$ cat src/design/decoderPkg.sv
/*
 Shared definitions for the pipelined instruction decoder.
 Holds the reduced opcode and function encodings, the instruction
 field positions and the structs passed between the decode stages.
 Design files refer to everything here through decoderPkg:: names.
*/
`default_nettype none

package decoderPkg;

	parameter int ValueWidth = 64;

	typedef logic [31:0] instrWord;

	// ========================================
	// Encodings
	// ========================================
	typedef enum logic [6:0] {
		R2   = 7'h02,
		ADDI = 7'h04,
		ANDI = 7'h08,
		ORI  = 7'h09,
		XORI = 7'h0A,
		LDB  = 7'h10,
		LDBU = 7'h11,
		LDW  = 7'h12,
		LDWU = 7'h13,
		LDT  = 7'h14,
		LDTU = 7'h15,
		LDO  = 7'h16,
		STB  = 7'h18,
		STW  = 7'h19,
		STT  = 7'h1A,
		STO  = 7'h1B,
		JEQ  = 7'h20,
		JNE  = 7'h21,
		JLT  = 7'h22,
		JGE  = 7'h23,
		JMP  = 7'h28,
		RTS  = 7'h29,
		EXI  = 7'h30,
		NOP  = 7'h3F
	} opcodeE;

	typedef enum logic [4:0] {
		ADD = 5'd0,
		SUB = 5'd1,
		AND = 5'd2,
		OR  = 5'd3,
		XOR = 5'd4,
		MUL = 5'd8,
		DIV = 5'd9
	} funcE;

	typedef enum logic [1:0] {byt, wyde, tetra, octa} memSizeE;

	// ========================================
	// Field positions
	// ========================================
	localparam int OpHi = 6;
	localparam int OpLo = 0;
	localparam int FnHi = 31;
	localparam int FnLo = 27;
	localparam int RtHi = 11;
	localparam int RtLo = 7;
	localparam int RaHi = 16;
	localparam int RaLo = 12;
	localparam int RbHi = 21;
	localparam int RbLo = 17;
	localparam int RcHi = 26;
	localparam int RcLo = 22;
	localparam int ImmHi = 31;
	localparam int ImmLo = 17;
	// Branch offset is split, upper part above the Rt slot
	localparam int BrUpHi = 31;
	localparam int BrUpLo = 22;
	localparam int BrDnHi = 11;
	localparam int BrDnLo = 7;
	localparam int JmpHi = 31;
	localparam int JmpLo = 7;
	localparam int PfxHi = 31;
	localparam int PfxLo = 7;

	localparam int ImmWidth = ImmHi - ImmLo + 1;
	localparam int PrefixWidth = PfxHi - PfxLo + 1;
	// Prefixed immediate, payload stacked on the 15 instruction bits
	localparam int ExtWidth = PrefixWidth + ImmWidth;

	// ========================================
	// Structs
	// ========================================
	typedef struct packed {
		instrWord ir;
		logic pending;
		logic [PrefixWidth-1:0] prefix;
	} fetchWord;

	typedef struct packed {
		logic [4:0] Ra;
		logic [4:0] Rb;
		logic [4:0] Rc;
		logic [4:0] Rt;
		logic rfwr;
	} regSpec;

	typedef struct packed {
		logic load;
		logic loadZero;
		logic store;
		logic jxx;
		logic jmp;
		logic rts;
		logic multiCycle;
		logic illegal;
		logic hasImm;
		logic usesPrefix;
		memSizeE memSize;
	} classFlags;

	// Opcode groups used by more than one stage
	function automatic logic isLoad(opcodeE op);
		return op inside {LDB, LDBU, LDW, LDWU, LDT, LDTU, LDO};
	endfunction

	function automatic logic isStore(opcodeE op);
		return op inside {STB, STW, STT, STO};
	endfunction

	function automatic logic isBranch(opcodeE op);
		return op inside {JEQ, JNE, JLT, JGE};
	endfunction

	function automatic logic carriesImm(opcodeE op);
		return (op inside {ADDI, ANDI, ORI, XORI}) || isLoad(op) || isStore(op);
	endfunction

endpackage

`default_nettype wire

$ cat src/design/prefixCapture.sv
/*
 Input stage of the decoder.
 Registers each valid instruction word one cycle after its strobe.
 EXI words are held back as a pending prefix and leave no output;
 the next non-EXI word carries the held payload with it.
*/
`timescale 1ns/1ps
`default_nettype none

module prefixCapture (
	input  logic                 clk,
	input  logic                 arstN,
	input  logic                 irValid,
	input  decoderPkg::instrWord ir,
	output decoderPkg::fetchWord fetch,
	output logic                 fetchValid
);

	logic isExi;
	logic prefixPending;
	logic [decoderPkg::PrefixWidth-1:0] prefixHeld;

	assign isExi = (ir[decoderPkg::OpHi:decoderPkg::OpLo] == decoderPkg::EXI);

	always_ff @(posedge clk or negedge arstN)
	begin
		if (!arstN)
		begin
			fetchValid <= 1'b0;
			prefixPending <= 1'b0;
		end
		else
		begin
			fetchValid <= irValid && !isExi;
			// A later EXI simply re-arms, a normal word consumes the prefix
			if (irValid)
				prefixPending <= isExi;
		end
	end

	always_ff @(posedge clk)
	begin
		if (irValid)
		begin
			if (isExi)
				prefixHeld <= ir[decoderPkg::PfxHi:decoderPkg::PfxLo];
			else
			begin
				fetch.ir <= ir;
				fetch.pending <= prefixPending;
				fetch.prefix <= prefixHeld;
			end
		end
	end

	// Prefix words never reach the decode stages
	exiNeverIssued: assert property (@(posedge clk) disable iff (!arstN)
		fetchValid |-> fetch.ir[decoderPkg::OpHi:decoderPkg::OpLo] != decoderPkg::EXI);

endmodule

`default_nettype wire

$ cat src/design/fieldDecoder.sv
/*
 Combinational decode of register specifiers and class flags.
 Reads the registered fetch word and produces the register fields,
 the register-file write flag and the instruction class flags.
 An illegal opcode or R2 function suppresses every other flag.
*/
`timescale 1ns/1ps
`default_nettype none

module fieldDecoder (
	input  decoderPkg::fetchWord  fetch,
	output decoderPkg::regSpec    regs,
	output decoderPkg::classFlags flags
);

	decoderPkg::opcodeE op;
	decoderPkg::funcE fn;

	assign op = decoderPkg::opcodeE'(fetch.ir[decoderPkg::OpHi:decoderPkg::OpLo]);
	assign fn = decoderPkg::funcE'(fetch.ir[decoderPkg::FnHi:decoderPkg::FnLo]);

	// ========================================
	// Register specifiers
	// ========================================
	always_comb
	begin
		regs.Ra = fetch.ir[decoderPkg::RaHi:decoderPkg::RaLo];
		regs.Rb = fetch.ir[decoderPkg::RbHi:decoderPkg::RbLo];
		// Store data sits in the Rt slot
		if (decoderPkg::isStore(op))
			regs.Rc = fetch.ir[decoderPkg::RtHi:decoderPkg::RtLo];
		else
			regs.Rc = fetch.ir[decoderPkg::RcHi:decoderPkg::RcLo];

		if (decoderPkg::isStore(op) || decoderPkg::isBranch(op))
			regs.Rt = 5'd0;
		else if (op inside {decoderPkg::JMP, decoderPkg::RTS, decoderPkg::NOP})
			regs.Rt = 5'd0;
		else
			regs.Rt = fetch.ir[decoderPkg::RtHi:decoderPkg::RtLo];

		regs.rfwr = 1'b0;
		flags = '0;
		flags.memSize = decoderPkg::octa;

		case (op)
			decoderPkg::R2:
			begin
				regs.rfwr = 1'b1;
				case (fn)
					decoderPkg::MUL, decoderPkg::DIV:
						flags.multiCycle = 1'b1;
					decoderPkg::ADD, decoderPkg::SUB, decoderPkg::AND,
					decoderPkg::OR, decoderPkg::XOR:
						flags.multiCycle = 1'b0;
					default:
						flags.illegal = 1'b1;
				endcase
			end
			decoderPkg::ADDI, decoderPkg::ANDI, decoderPkg::ORI, decoderPkg::XORI:
				regs.rfwr = 1'b1;
			decoderPkg::LDB, decoderPkg::LDW, decoderPkg::LDT, decoderPkg::LDO:
			begin
				regs.rfwr = 1'b1;
				flags.load = 1'b1;
				flags.multiCycle = 1'b1;
			end
			decoderPkg::LDBU, decoderPkg::LDWU, decoderPkg::LDTU:
			begin
				regs.rfwr = 1'b1;
				flags.load = 1'b1;
				flags.loadZero = 1'b1;
				flags.multiCycle = 1'b1;
			end
			decoderPkg::STB, decoderPkg::STW, decoderPkg::STT, decoderPkg::STO:
			begin
				flags.store = 1'b1;
				flags.multiCycle = 1'b1;
			end
			decoderPkg::JEQ, decoderPkg::JNE, decoderPkg::JLT, decoderPkg::JGE:
				flags.jxx = 1'b1;
			decoderPkg::JMP:
				flags.jmp = 1'b1;
			decoderPkg::RTS:
				flags.rts = 1'b1;
			decoderPkg::EXI, decoderPkg::NOP:
				flags.illegal = 1'b0;
			default:
				flags.illegal = 1'b1;
		endcase

		// Access size from the size letter of the mnemonic
		case (op)
			decoderPkg::LDB, decoderPkg::LDBU, decoderPkg::STB:
				flags.memSize = decoderPkg::byt;
			decoderPkg::LDW, decoderPkg::LDWU, decoderPkg::STW:
				flags.memSize = decoderPkg::wyde;
			decoderPkg::LDT, decoderPkg::LDTU, decoderPkg::STT:
				flags.memSize = decoderPkg::tetra;
			default:
				flags.memSize = decoderPkg::octa;
		endcase

		flags.hasImm = decoderPkg::carriesImm(op);
		flags.usesPrefix = flags.hasImm && fetch.pending;

		// Illegal words must not start any unit
		if (flags.illegal)
		begin
			regs.rfwr = 1'b0;
			flags = '0;
			flags.illegal = 1'b1;
			flags.memSize = decoderPkg::octa;
		end
	end

endmodule

`default_nettype wire

$ cat src/design/immBuilder.sv
/*
 Combinational immediate and branch offset generation.
 Pads the 15-bit immediate by opcode, replaces it with the 40-bit
 prefixed value when an EXI payload is pending, and forms the
 sign-extended, halfword-scaled target offset for jxx and JMP.
*/
`timescale 1ns/1ps
`default_nettype none

module immBuilder #(
	parameter int ValueWidth = 64
) (
	input  decoderPkg::fetchWord  fetch,
	output logic [ValueWidth-1:0] imm,
	output logic [ValueWidth-1:0] jmpTgt
);

	decoderPkg::opcodeE op;
	logic [decoderPkg::ImmWidth-1:0] imm15;
	logic [decoderPkg::ExtWidth-1:0] extImm;
	logic [14:0] brOff;
	logic [24:0] jmpOff;
	logic [ValueWidth-1:0] baseImm;

	assign op = decoderPkg::opcodeE'(fetch.ir[decoderPkg::OpHi:decoderPkg::OpLo]);
	assign imm15 = fetch.ir[decoderPkg::ImmHi:decoderPkg::ImmLo];
	assign extImm = {fetch.prefix, imm15};
	assign brOff = {fetch.ir[decoderPkg::BrUpHi:decoderPkg::BrUpLo],
		fetch.ir[decoderPkg::BrDnHi:decoderPkg::BrDnLo]};
	assign jmpOff = fetch.ir[decoderPkg::JmpHi:decoderPkg::JmpLo];

	// ========================================
	// Immediate
	// ========================================
	always_comb
	begin
		case (op)
			decoderPkg::ANDI:
				baseImm = {{(ValueWidth - decoderPkg::ImmWidth){1'b1}}, imm15};
			decoderPkg::ORI, decoderPkg::XORI:
				baseImm = ValueWidth'(imm15);
			default:
				// ADDI and memory displacements are signed
				if (decoderPkg::carriesImm(op))
					baseImm = ValueWidth'($signed(imm15));
				else
					baseImm = '0;
		endcase

		// Prefix on an opcode without an immediate is dropped
		if (fetch.pending && decoderPkg::carriesImm(op))
			imm = ValueWidth'($signed(extImm));
		else
			imm = baseImm;
	end

	// ========================================
	// Branch target offset
	// ========================================
	always_comb
	begin
		if (decoderPkg::isBranch(op))
			jmpTgt = ValueWidth'($signed({brOff, 1'b0}));
		else if (op == decoderPkg::JMP)
			jmpTgt = ValueWidth'($signed({jmpOff, 1'b0}));
		else
			jmpTgt = '0;
	end

endmodule

`default_nettype wire

$ cat src/design/decodeLatch.sv
/*
 Output stage of the decoder.
 Derives the memory and flow-change summaries from the class flags
 and registers the full decode result on each fetch strobe.
 decoValid follows fetchValid by one cycle.
*/
`timescale 1ns/1ps
`default_nettype none

module decodeLatch #(
	parameter int ValueWidth = 64
) (
	input  logic                  clk,
	input  logic                  arstN,
	input  logic                  fetchValid,
	input  decoderPkg::regSpec    regsIn,
	input  decoderPkg::classFlags flagsIn,
	input  logic [ValueWidth-1:0] immIn,
	input  logic [ValueWidth-1:0] tgtIn,
	output logic                  decoValid,
	output logic                  flowChg,
	output logic                  mem,
	output decoderPkg::regSpec    regs,
	output decoderPkg::classFlags flags,
	output logic [ValueWidth-1:0] imm,
	output logic [ValueWidth-1:0] jmpTgt
);

	logic memNext;
	logic flowNext;

	assign memNext = flagsIn.load || flagsIn.store;
	assign flowNext = flagsIn.jxx || flagsIn.jmp || flagsIn.rts;

	always_ff @(posedge clk or negedge arstN)
	begin
		if (!arstN)
			decoValid <= 1'b0;
		else
			decoValid <= fetchValid;
	end

	// Result is only meaningful while decoValid is high
	always_ff @(posedge clk)
	begin
		if (fetchValid)
		begin
			regs <= regsIn;
			flags <= flagsIn;
			imm <= immIn;
			jmpTgt <= tgtIn;
			mem <= memNext;
			flowChg <= flowNext;
		end
	end

	loadStoreExclusive: assert property (@(posedge clk) disable iff (!arstN)
		decoValid |-> !(flags.load && flags.store));

endmodule

`default_nettype wire

$ cat src/design/decodeUnit.sv
/*
 Top level of the pipelined instruction decoder.
 Accepts one instruction word per irValid strobe and presents the
 decoded result with decoValid two cycles later. There is no
 back-pressure, so each result must be taken when it appears.
*/
`timescale 1ns/1ps
`default_nettype none

module decodeUnit #(
	parameter int ValueWidth = decoderPkg::ValueWidth
) (
	input  logic                  clk,
	input  logic                  arstN,
	input  logic                  irValid,
	input  decoderPkg::instrWord  ir,
	output logic                  decoValid,
	output decoderPkg::regSpec    regs,
	output decoderPkg::classFlags flags,
	output logic                  flowChg,
	output logic                  mem,
	output logic [ValueWidth-1:0] imm,
	output logic [ValueWidth-1:0] jmpTgt
);

	decoderPkg::fetchWord fetch;
	logic fetchValid;
	decoderPkg::regSpec decRegs;
	decoderPkg::classFlags decFlags;
	logic [ValueWidth-1:0] decImm;
	logic [ValueWidth-1:0] decTgt;

	prefixCapture u_capture (
		.clk        (clk),
		.arstN      (arstN),
		.irValid    (irValid),
		.ir         (ir),
		.fetch      (fetch),
		.fetchValid (fetchValid)
	);

	fieldDecoder u_fields (
		.fetch (fetch),
		.regs  (decRegs),
		.flags (decFlags)
	);

	immBuilder #(.ValueWidth(ValueWidth)) u_imm (
		.fetch  (fetch),
		.imm    (decImm),
		.jmpTgt (decTgt)
	);

	decodeLatch #(.ValueWidth(ValueWidth)) u_latch (
		.clk        (clk),
		.arstN      (arstN),
		.fetchValid (fetchValid),
		.regsIn     (decRegs),
		.flagsIn    (decFlags),
		.immIn      (decImm),
		.tgtIn      (decTgt),
		.decoValid  (decoValid),
		.flowChg    (flowChg),
		.mem        (mem),
		.regs       (regs),
		.flags      (flags),
		.imm        (imm),
		.jmpTgt     (jmpTgt)
	);

endmodule

`default_nettype wire

$ cat config.mk
export PLATFORM = sky130hd
export DESIGN_NAME = decodeUnit
export DESIGN_NICKNAME = d
export VERILOG_FILES = /design/src/design/decoderPkg.sv /design/src/design/prefixCapture.sv /design/src/design/fieldDecoder.sv /design/src/design/immBuilder.sv /design/src/design/decodeLatch.sv /design/src/design/decodeUnit.sv
export SDC_FILE = /design/constraint.sdc
export NUM_CORES = 1
export LEC_CHECK = 0
export BUFFER_PORTS_ARGS = -buffer_cell sky130_fd_sc_hd__buf_2
export CORE_MARGIN = 2
export CORE_UTILIZATION = 45
export CTS_CLUSTER_SIZE = 24
export DETAILED_ROUTE_END_ITERATION = 6
export PLACE_DENSITY = 0.77
export SLEW_MARGIN = 15
export SYNTH_ARGS = -nofsm -noshare
export SYNTH_HDL_FRONTEND = slang
export SYNTH_SLANG_ARGS = --single-unit
$ cat constraint.sdc
create_clock -name clk -period 3 [get_ports clk]
set_input_delay 0.3 -clock clk [delete_from_list [all_inputs] [get_ports clk]]
set_output_delay 0.3 -clock clk [all_outputs]
set_load 0.01 [all_outputs]
* Yosys cells after proc, flatten, opt, wreduce, memory -nomap -nowiden
Memory sizes are Yosys's and may differ from the RTL's. A register that Yosys moved wholly into a read port is not among the register bits.
Index checks and enable logic that the tools add are counted.
** Word-level totals
- Bits in registers :: 249
- ROM bits :: 64
- Output and inout port bits :: 164
- Memories :: 1
** Operators by class
- Equality and inequality tests :: 31
- Mux-type cells :: 20
- Bitwise gates (word level) :: 2
- Reduce and logical (&&, ||, !) cells :: 30
** Memories
- (no name shown) :: words 32, width 2, rd ports 1, clocked after Yosys merged registers in 1, write ports 0, RTL line fieldDecoder.sv:93 : case (op)
** Operators by type and width (count)
- $mux 64 :: 4
- $pmux 64 s2 :: 1
- $eq 7x5->1 const B :: 11
- $eq 7x6->1 const B :: 9
- $reduce_or 23->1 :: 1
- $eq 7x4->1 const B :: 3
- $reduce_or 7->1 :: 2
- $mux 12 :: 1
- $reduce_bool 4->1 :: 3
- $reduce_or 12->1 :: 1
- $reduce_or 11->1 :: 1
- $eq 5x2->1 const B :: 2
- $eq 5x4->1 const B :: 2
- $mux 5 :: 2
- $mux 1 :: 9
- $reduce_or 2->1 :: 4
- $reduce_or 4->1 :: 2
- $eq 7x2->1 const B :: 1
- $eq 7x3->1 const B :: 1
- $reduce_bool 7->1 :: 1
- $logic_or 1x1->1 :: 6
- $eq 5x1->1 const B :: 1
- $eq 5x3->1 const B :: 1
- $logic_not 5->1 :: 1
- other kinds (9) :: 13

* Longest topological paths before layout
Gate-level depths: netlist of the first run.
- Depth after elaboration :: 8
- Mapped depth :: 6
- Mapped depth without buffers :: 4

* By module
From an unflattened synthesis of the first run, not the netlist that was laid out.
** Second synthesis, totals
- Cell total of the unflattened synthesis :: 525
- Area, all modules :: 9293.9 um^2
** By module, submodules not included
- decodeLatch :: instances 1, cells each 166, area an instance 4932.2 um^2, seq. area each 4919.7 um^2
- prefixCapture :: instances 1, cells each 92, area an instance 2588.7 um^2, seq. area each 2542.4 um^2
- immBuilder :: instances 1, cells each 184, area an instance 1216.2 um^2, seq. area each 0.0 um^2
- fieldDecoder :: instances 1, cells each 83, area an instance 556.8 um^2, seq. area each 0.0 um^2

* Worst setup path after synthesis of the first run
Ideal clock, no wire load.
- Path type :: register to register
- Start point :: register u_capture.fetchValid
- End point :: register u_latch.flags[0] (netlist name)
- Setup time :: 459 ps
- Arrival time :: 2329 ps
- Setup slack :: 212 ps
- Cell stages (with the launch flop) :: 1
- Path buffers :: 0
- Cell sequence :: dfrtp_1
** RTL lines
- start: declaration :: RTL line prefixCapture.sv:16 : output logic fetchValid
- start signal: assignment :: RTL line prefixCapture.sv:34 : fetchValid <= irValid && !isExi;
No word-level cell between the ends.

* Worst setup path after layout of the first run
- Start point :: register u_capture.fetch[28] (netlist name)
- End point :: register u_latch.imm[15] (data pin)
** On the way
- Word-level cells in the longest chain between the ends :: 7
- Elaborated cells between the ends (all ways) :: 25
- Classes of those cells :: eq/ne: 15; mux: 3; reduce/logical: 7
** Ends and longest elaborated chain
- $eq 7x5->1, or another cell as far along :: RTL line decoderPkg.sv:122 : return op inside {LDB, LDBU, LDW, LDWU, LDT, LDTU, LDO};
- $reduce_bool 7->1 / $reduce_bool 4->1 (equally long branches) :: RTL line decoderPkg.sv:122, decoderPkg.sv:134
- $logic_or 1x1->1 (2 in series) :: RTL line decoderPkg.sv:134 : return (op inside {ADDI, ANDI, ORI, XORI}) || isLoad(op) || isStore(op);
- $mux 64 :: RTL line immBuilder.sv:44 : if (decoderPkg::carriesImm(op))
- $pmux 64 s2 :: RTL line immBuilder.sv:37 : case (op)
- $mux 64 (*) :: RTL line immBuilder.sv:51 : if (fetch.pending && decoderPkg::carriesImm(op))
- net decImm[15] :: RTL line decodeUnit.sv:30 : logic [ValueWidth-1:0] decImm;
- end signal: assignment :: RTL line decodeLatch.sv:50 : imm <= immIn;
- end: declaration :: RTL line decodeLatch.sv:25 : output logic [ValueWidth-1:0] imm,
The timed path passes the listed nets; every way through them passes the cells marked *.
A chain may end at the register's enable or synchronous reset.

==> qor.csv, run 1 <==
metric,value,unit
fin crit share,0.730,
Max Slew Vio Count,0,
RR Startpoint,u_capture.fetch[28],
Worst-Margin Slew,0.778,ns
post-CTS setup buffer count,0,
worst hold-check path type,input pin to flop,
row count,46,
number of global-route vias before repair,3935,
first-pass GRT wire length,22.1,mm
CP startpoint kind,flop,
dpl cell area,8220,sq um
via count,4097,
Post-DRT Antenna Nets,0,
NumNets Final,640,
Chip Height,133,microns
setup_tns,0,ns
clk_lat worst skew,0.41,ns
# setup viols final,0,
core box area,16000,sq um
post_cts resized,0,
"Remaining Overflow, GRT",0,
clock slew at reported path FFs,0.07,ns
Placed Instances,801,
TritonCTS clock tree,built,
drc violations,0,
top sig layer,met4,
clock root buffer master,clkbuf_16,
Post-synth top cells,"183 x edfxtp_1, 65 x buf_4, 34 x inv_1",
Syn. warnings,0,
CTS Buffer Depth,2,
CP max FO,19,
routed wl met3,680,microns
Final Hold Viols,0,
Area growth syn-to-layout,18.5,%
fraction of layout instances using a drive strength above 1,0.439,
Post-Layout Inst Area,8810,sq um
crit-path cells,"nor2b_1, a31oi_1, o221ai_4, buf_12, a21oi_2",
Final Skew,0.00907,ns
Syn Nets,496,
power per cell area,659,nW/um^2
CP top delay family,compound AO/OA/AOI/OAI gates,
sw frac,0.237,
fmax,0.457,GHz
max cap viols,0,
hold_sp,ir[29],
# IOs,199,
port buffer count,197,
outcome,"finished, final reports clean",
Clk pwr share,0.372,
final worst path period need,2.19,ns
met1 WL,5.89,mm
LEAKAGE,0.00357,uW
Synth cell types,49,
"Slowest-stage cell, CP",edfxtp_1,
leading register cell type out of synthesis,edfxtp_1,
synth top area cells,"edfxtp_1 74%, buf_4 6.6%, a21oi_2 2.4%",
sequential power share,0.546,
Sw Pwr,1380,uW
Seq cells post-synth,188,
Starting Density,0.465,
largest net degree at the start of global routing,90,
DR WL met2,7.78,mm
Via density,4.91,
# diodes,0,
wire per inst,17.7,microns
Iter 0 DRT Violations,357,
max incr delay on CP,0.62,ns
"count leader, synth",edfxtp_1,
peak supply drop,0.386,mV
Die X,133,microns
syn_area_per_cell,16.1,sq um
top cell type by total area after synthesis,edfxtp_1,
initial antenna violation count,0,
die area,17600,sq um
post-DP HPWL,10.1,mm
RSZ-0062 raised after global routing,false,
combinational power share,0.082,
Post-synth EDFFs,183,
Setup Crit Path Kind,flop to flop,
CTS Buf Count,17,
GRT Overall Usage,0.165,
Synth async-reset ratio,0.0160,
critical path endpoint category,flop,
# H-tree levels,4,
# hold bufs at CTS,1,
clk sinks,188,
final RePlAce weighted congestion,0.875,
"non-filler cells, final",834,
Pint,4420,uW
Slew headroom,0.481,
Yosys top cell area share,0.739,
Post-Syn Area,7430,sq um
final wirelength,14.7,mm
"Seq/Total Area, Yosys",0.755,
WP data required,3.15,ns
crit path from,u_capture.fetch[28],
Pre-Repair DR Iteration Count,7,
Synth Instances,461,
fin util,0.550,
Bufs and invs on worst path,1,
WP data arrival,2.34,ns
==> final timing paths <==
path,end,slack [ns],cells after the start
setup / recovery,u_latch.imm[15],0.81,5
max in group asynchronous,u_capture.fetchValid,2.65,2
min in group asynchronous,u_capture.prefixPending,0.22,2
setup reg to reg,u_latch.imm[15],0.81,5
hold reg to reg,u_capture.fetch[9],0.42,0
hold / removal,u_capture.fetch[55],0.07,1
==> kinds of logic after synthesis <==
logic type,share of synthesized area
and+or+nand+nor,0.0599
other,0.000504
DFF,0.755
AOI/OAI and AO/OA,0.0806
muxes,0.0104
buffers and inverters,0.0939
==> registers in the layout (all words and copies together) (netlist names), named ones only <==
signal                   count
u_latch.mem                  1
u_latch.decoValid            1
u_latch.imm                 40
u_latch.flowChg              1
u_latch.flags               12
u_capture.fetch             58
u_latch.regs                21
u_latch.jmpTgt              25
u_capture.prefixPending      1
u_capture.prefixHeld        25
u_capture.fetchValid         1
==> power by group through the flow <==
stage	clock, uW	combinational [uW]	sequential [uW]
after floorplan	0	266	3260
after global placement	0	470	3210
after detailed placement	0	481	3220
after CTS	2190	484	3170
after global routing	2290	515	3190
final	2160	478	3170
==> placed cells by master (no fill, tap or decap), types with 3 or more instances in the layout <==
cell and instances:
nand2_1 8, and2_1 28, edfxtp_1 183, buf_2 197, buf_12 3, nand2b_1 4, nand3_1 4, nor2_1 7
nor3_1 3, clkbuf_16 17, a21oi_2 20, nand4b_1 3, nor2b_1 5, a21oi_1 10, buf_4 4, nor3b_1 5
inv_6 6, a21o_1 11, a22o_1 9, inv_8 3, inv_1 33, o21ai_0 4, mux2_2 6
==> metrics by stage <==
step                      hold WS [ns]  power, uW  setup WS [ns]
after global routing            0.0514       5990          0.690
after global placement           0.103       3680          0.912
after CTS                       0.0505       5840          0.815
after detailed placement         0.104       3700          0.824
final                           0.0693       5800          0.811
after floorplan                0.00441       3520          0.212
==> layer usage <==
| metal | GRT usage | vias up |
|---|---|---|
| li1 | - | 1906 |
| met1 | 0.198 | 2014 |
| met2 | 0.290 | 149 |
| met3 | 0.0368 | 28 |
| met4 | 0.0657 | 0 |
| met5 | 0 | - |
==> final cells by class <==
cell class,count,area [sq um]
sequential,188,5610
inverter,34,128
fill,1318,7190
clock buffer,17,425
timing repair buffer,205,1090
multi-input combinational,159,1130
tap,216,270
clock inverter,15,150
Power figures use the tool's default switching activity.
==> run 2, diff against run 1 <==
--- a/config.mk
+++ b/config.mk
@@ -5,12 +5,13 @@
 export SDC_FILE = /design/constraint.sdc
 export NUM_CORES = 1
 export LEC_CHECK = 0
+export ABC_AREA = 1
 export BUFFER_PORTS_ARGS = -buffer_cell sky130_fd_sc_hd__buf_2
 export CORE_MARGIN = 2
 export CORE_UTILIZATION = 45
 export CTS_CLUSTER_SIZE = 24
 export DETAILED_ROUTE_END_ITERATION = 6
-export PLACE_DENSITY = 0.77
+export PLACE_DENSITY = 0.74
 export SLEW_MARGIN = 15
 export SYNTH_ARGS = -nofsm -noshare
 export SYNTH_HDL_FRONTEND = slang
==> constraint.sdc (replaced) <==
create_clock -name clk -period 2.1 [get_ports clk]
set_input_delay 0.21 -clock clk [delete_from_list [all_inputs] [get_ports clk]]
set_output_delay 0.21 -clock clk [all_outputs]
set_load 0.01 [all_outputs]
==> run 2 against run 1 <==
Power increased by 47%; combinational power grew 63%; clock skew about the same; sequential power is 42% higher; count of clock-buffer cells in the layout rose by 2; critical endpoint is now u_latch.imm[35]; largest cell class unchanged; largest power group unchanged.
==> qor.csv, run 2 <==
metric,value,unit,change
# setup viols final,0,,unchanged
# H-tree levels,4,,unchanged
"commonest non-fill, non-tap cell in the layout",buf_2,,
Chip Height,131,microns,-0.84%
fin crit share,0.941,,+0.212
fmax,0.506,GHz,+11%
flip-flop count of the largest register after layout,58,,unchanged
initial antenna violation count,0,,unchanged
row count,46,,unchanged
clk sinks,188,,unchanged
Setup Crit Path Kind,flop to flop,,
outcome,"finished, final reports clean",,
Syn. warnings,0,,unchanged
WP data arrival,2.13,ns,-0.21 ns
crit path capture,u_latch.imm[35],,
Iter 0 DRT Violations,309,,-13%
final worst path period need,1.98,ns,-0.212 ns
Max Slew Vio Count,0,,unchanged
Die X,131,microns,-0.84%
clock root buffer master,clkbuf_16,,
die area,17300,sq um,-1.7%
leading register cell type out of synthesis,edfxtp_1,,
worst hold-check path type,input pin to asynchronous set/reset pin,,
drc violations,0,,unchanged
Starting Density,0.460,,-0.00467
CP startpoint kind,flop,,
TritonCTS clock tree,built,,
fin worst setup slack,0.124,ns,-0.688 ns
RR Startpoint,u_capture.fetch[29],,
Syn Nets,542,,+9.3%
peak supply drop,0.562,mV,+46%
synth top area cells,"edfxtp_1 75%, buf_4 6.7%, nand2_1 3.7%",,
Area growth syn-to-layout,24.5,%,
final wirelength,14.8,mm,+0.40%
CTS Buffer Depth,2,,unchanged
GRT Overall Usage,0.174,,+0.00841
Design Power,8540,uW,+47%
Synth cell types,31,,-37%
power per cell area,940,nW/um^2,+43%
slack of the worst reg-to-reg path,0.12,ns,-0.69 ns
core box area,15900,sq um,-0.72%
top cell type by total area after synthesis,edfxtp_1,,
post-CTS setup buffer count,0,,unchanged
largest reg by FF count,u_capture.fetch,,
r2r endpoint,u_latch.imm[35],,
"Seq/Total Area, Yosys",0.768,,+0.0132
clk_lat worst skew,0.43,ns,+0.02 ns
Slew headroom,0.639,,+0.158
Post-synth EDFFs,183,,unchanged
# diodes,0,,unchanged
# IOs,199,,unchanged
final RePlAce weighted congestion,0.941,,+7.5%
"count leader, synth",edfxtp_1,,
"Remaining Overflow, GRT",0,,unchanged
Final Hold Viols,0,,unchanged
NumNets Final,731,,+14%
CTS Buf Count,17,,unchanged
first-pass GRT wire length,22.6,mm,+2.6%
R2R depth,8,,+3
post_cts resized,0,,unchanged
Post-DRT Antenna Nets,0,,unchanged
max cap viols,0,,unchanged
Post-Place Worst Slack,0.160,ns,-0.663 ns
Via density,4.65,,-5.3%
Synth Instances,507,,+10%
RSZ-0062 raised after global routing,false,,
wire per inst,16.0,microns,-9.5%
Yosys top cell area share,0.752,,+0.0129
clock slew at reported path FFs,0.07,ns,about the same
Final Skew,0.00917,ns,+0.000100 ns
Pre-Repair DR Iteration Count,4,,-3
Post-synth top cells,"183 x edfxtp_1, 72 x nand2_1, 65 x buf_4",,
LEAKAGE,0.00386,uW,+8.0%
CP max FO,25,,+6
Seq cells post-synth,188,,unchanged
WP data required,2.25,ns,-0.90 ns
most frequent cells in the layout,"197 x buf_2, 183 x edfxtp_1, 72 x nand2_1, 44 x nor2_1, 34 x inv_1",,
port buffer count,197,,unchanged
crit path from,u_capture.fetch[29],,
largest net degree at the start of global routing,66,,-27%
number of global-route vias before repair,4219,,+7.2%
Synth async-reset ratio,0.0160,,unchanged
post-DP HPWL,10.2,mm,+0.34%
fraction of layout instances using a drive strength above 1,0.401,,-0.0379
critical path endpoint category,flop,,
syn_area_per_cell,14.4,sq um,-11%
Worst-Margin Slew,0.541,ns,-0.237 ns
Post-Syn Area,7310,sq um,-1.7%
via count,4305,,+5.1%
top flop regs,"u_capture.fetch: 58 flops, u_latch.imm: 40 flops",,
setup_tns,0,ns,unchanged
# hold bufs at CTS,33,,+32
[run 2: cell types whose count changed after synthesis, moves of 8 or more]
cell     delta
o21ai_1    +18
a21o_1     -11
and2_1     -28
a22o_1      -9
a21oi_2    -20
buf_2       -9
a21oi_1     -8
nand3_1     +9
nor2_1     +37
nand2_2    +25
nand2_1    +64
[run 2: critical path, cell delays in order, from the launching register on]
cell and delay, ns:
edfxtp_1 0.52, nor2_2 0.23, nor2_1 0.09, nand2_2 0.10
nand4_4 0.13, nand2_2 0.10, nand2_2 0.07, nand2_4 0.34
nand2_1 0.12
[run 2: how the worst min path moves through the flow]
stage,to
global placement,u_latch.decoValid
global route,u_capture.fetchValid
detailed placement,u_latch.decoValid
finish,u_capture.fetchValid
floorplan,u_capture.fetchValid
CTS,u_capture.fetchValid
[run 2: cell type report]
type	count	area, sq um
multi-input cells	206	1000
fillers	1308	6790
inverters	42	164
clock inverters	13	174
clock buffers	19	433
repair buffers	241	1440
flip-flops and latches	188	5610
well taps	216	270
[run 2: power by group]
part / internal (uW) / total [uW] / switching (uW)
registers: 4380 / 4490 / 107
logic: 298 / 781 / 482
clock network: 1980 / 3270 / 1300
total: 6660 / 8540 / 1880
[run 2: routing by layer]
| layer | global-route usage | wire length (microns) | vias to the layer above |
|---|---|---|---|
| met1 | 0.210 | 6050 | 2054 |
| met5 | 0 | 0 | - |
| met4 | 0.0737 | 320 | 0 |
| met3 | 0.0455 | 866 | 26 |
| met2 | 0.296 | 7570 | 168 |
| li1 | - | - | 2057 |
[run 2: cells by family after synthesis]
group,Yosys count,synth area share
compound gates,32,0.0236
buf+inv,113,0.0959
flops,188,0.768
other cells,1,0.000513
simple gates,173,0.112
[run 2: through the flow]
step,utilization,std cells,hold slack (ns),instance area (sq um)
after floorplan,-,507,-0.0856,7320
after global placement,0.513,860,0.00659,8160
after detailed placement,0.513,860,0.00642,8160
after CTS,0.572,925,0.0746,9090
after global routing,0.572,925,0.0998,9090
final,0.572,925,0.0961,9090
==> run 3, diff against run 2 <==
--- a/config.mk
+++ b/config.mk
@@ -7,7 +7,6 @@
 export LEC_CHECK = 0
 export ABC_AREA = 1
 export BUFFER_PORTS_ARGS = -buffer_cell sky130_fd_sc_hd__buf_2
-export CORE_MARGIN = 2
 export CORE_UTILIZATION = 45
 export CTS_CLUSTER_SIZE = 24
 export DETAILED_ROUTE_END_ITERATION = 6
==> run 3 against run 2 <==
Combinational power is 2% lower; routed wire length is 0.10% higher; via count is 1.0% higher; count of clock-buffer cells in the layout is 1 lower; sequential cell count stayed put; utilization is 0.11 points lower; critical path type unchanged.
==> qor.csv, run 3 (same netlist as run 2, synthesis figures left out) <==
metric,value,unit,change
wire per inst,16.0,microns,about the same
flip-flop count of the largest register after layout,58,,unchanged
# setup viols final,0,,unchanged
outcome,"finished, final reports clean",,
final worst path period need,1.89,ns,-0.0840 ns
clock slew at reported path FFs,0.07,ns,about the same
WP data required,2.38,ns,+0.13 ns
# IOs,199,,unchanged
worst hold-check path type,input pin to flop,,
worst hold margin,0.0912,ns,-0.00494 ns
RSZ-0062 raised after global routing,false,,
Worst-Margin Slew,0.581,ns,+0.0391 ns
clk sinks,188,,unchanged
Post-Place Worst Slack,0.162,ns,+0.00177 ns
number of global-route vias before repair,4169,,-1.2%
most frequent cells in the layout,"197 x buf_2, 183 x edfxtp_1, 72 x nand2_1, 44 x nor2_1, 34 x inv_1",,
drc violations,0,,unchanged
CP startpoint kind,flop,,
NumNets Final,732,,+0.14%
Die X,129,microns,-1.5%
TritonCTS clock tree,built,,
Post-Layout Inst Area,9080,sq um,-0.19%
port buffer count,197,,unchanged
Pre-Repair DR Iteration Count,6,,+2
dpl cell area,8150,sq um,about the same
max incr delay on CP,0.48,ns,-0.04 ns
Post-DRT Antenna Nets,0,,unchanged
largest net degree at the start of global routing,41,,-38%
crit-path cells,"inv_1, nand2_1, nor2_2, nand2_2, nand4_4, nand2_4, inv_4, nand2_1, nand2_2",,
top flop regs,"u_capture.fetch: 58 flops, u_latch.imm: 40 flops",,
final wirelength,14.8,mm,+0.10%
clk_lat worst skew,0.42,ns,about the same
die area,16800,sq um,-3.0%
first-pass GRT wire length,21.8,mm,-3.5%
GRT Overall Usage,0.181,,+0.00771
initial antenna violation count,0,,unchanged
power per cell area,925,nW/um^2,-1.6%
Placed Instances,861,,+0.12%
CTS Buffer Depth,2,,unchanged
largest reg by FF count,u_capture.fetch,,
setup_tns,0,ns,unchanged
# H-tree levels,4,,unchanged
Layout fillers,1283,,-1.9%
Max Slew Vio Count,0,,unchanged
via count,4350,,+1.0%
met2 usage in global routing,0.308,,+0.0128
Iter 0 DRT Violations,288,,-6.8%
fin crit share,0.901,,-0.0400
Setup Crit Path Kind,flop to flop,,
CP top delay family,simple AND/OR/NAND/NOR gates,,
CP Depth,9,,+1
clock root buffer master,clkbuf_16,,
post-DP HPWL,10.0,mm,-1.3%
hold path cells,3,,
Final Hold Viols,0,,unchanged
R2R depth,9,,+1
M1 GR Usage,0.218,,+0.00861
fmax,0.528,GHz,+4.4%
Starting Density,0.460,,unchanged
post-CTS setup buffer count,0,,unchanged
fin worst setup slack,0.208,ns,+0.0840 ns
Chip Height,129,microns,-1.5%
fraction of layout instances using a drive strength above 1,0.394,,-0.00620
Bufs and invs on worst path,2,,+2
GRT busiest layer,met2,,
"non-filler cells, final",926,,+0.11%
CTS Buf Count,17,,unchanged
max cap viols,0,,unchanged
Final Skew,0.0170,ns,+0.00784 ns
core box area,15900,sq um,unchanged
CP max FO,26,,+4.0%
Slew headroom,0.613,,-0.0261
Via density,4.70,,+0.94%
LEAKAGE,0.00385,uW,-0.28%
"Slowest-stage cell, CP",edfxtp_1,,
peak supply drop,0.552,mV,-1.7%
critical path endpoint category,flop,,
area of the multi-input gates,1010,sq um,+0.87%
"Remaining Overflow, GRT",0,,unchanged
final RePlAce weighted congestion,0.947,,+0.67%
Storage cell area,5610,sq um,unchanged
# diodes,0,,unchanged
met3 usage,0.0429,,-0.00258
WP data arrival,2.17,ns,+0.04 ns
"commonest non-fill, non-tap cell in the layout",buf_2,,
row count,46,,unchanged
Area growth syn-to-layout,24.2,%,
==> run 3: through the flow <==
step / total power, uW / util
5_1_grt: 8690 / 0.571
3_3_place_gp: 5280 / 0.513
4_1_cts: 8460 / 0.571
3_5_place_dp: 5310 / 0.513
2_1_floorplan: 5040 / -
6_report: 8390 / 0.571
==> run 3: power breakdown <==
part / leakage, uW / switching [uW] / internal, uW / total, uW
clock: 0.000283 / 1270 / 1850 / 3120
combinational: 0.00175 / 468 / 297 / 765
sequential: 0.00181 / 123 / 4380 / 4510
total: 0.00385 / 1860 / 6530 / 8390
==> run 3: repair_timing <==
action	4_1_cts	5_1_grt
hold buffers	33	0
hold endpoints to repair	60	0
setup endpoints to repair	0	8
resized for setup	0	2
==> run 3: path summary, 6_finish.rpt <==
check                                         start                       to  slack (ns)
min reg2reg                u_capture.prefixHeld[24]      u_capture.fetch[24]        0.42
min in group asynchronous                     arstN     u_capture.fetchValid        0.10
max                             u_capture.fetch[27]          u_latch.imm[24]        0.21
max reg2reg                     u_capture.fetch[27]          u_latch.imm[24]        0.21
max in group asynchronous                     arstN     u_capture.fetchValid        1.87
min                                         irValid  u_capture.prefixPending        0.09
==> run 3: worst reg2reg max path: cells and delay by family (launching register included) <==
| family | cells | cell delay (ns) |
|---|---|---|
| buffers and inverters | 2 | 0.39 |
| and+or+nand+nor | 7 | 0.88 |
| DFF | 1 | 0.48 |
==> run 3: area by class of cell <==
| cell class | count | share of cell area |
|---|---|---|
| Tap cell | 216 | 0.0298 |
| Sequential cell | 188 | 0.619 |
| Clock buffer | 18 | 0.0473 |
| Inverter | 42 | 0.0181 |
| Timing Repair Buffer | 242 | 0.158 |
| Multi-Input combinational cell | 206 | 0.111 |
| Clock inverter | 14 | 0.0168 |
==> run 3: per-layer routing <==
layer / wire, microns / vias to the layer above / part of all wire
met1: 6080 / 2085 / 0.41
met4: 387 / 0 / 0.026
met5: 0 / - / 0
met2: 7610 / 183 / 0.51
li1: - / 2056 / -
met3: 744 / 26 / 0.050
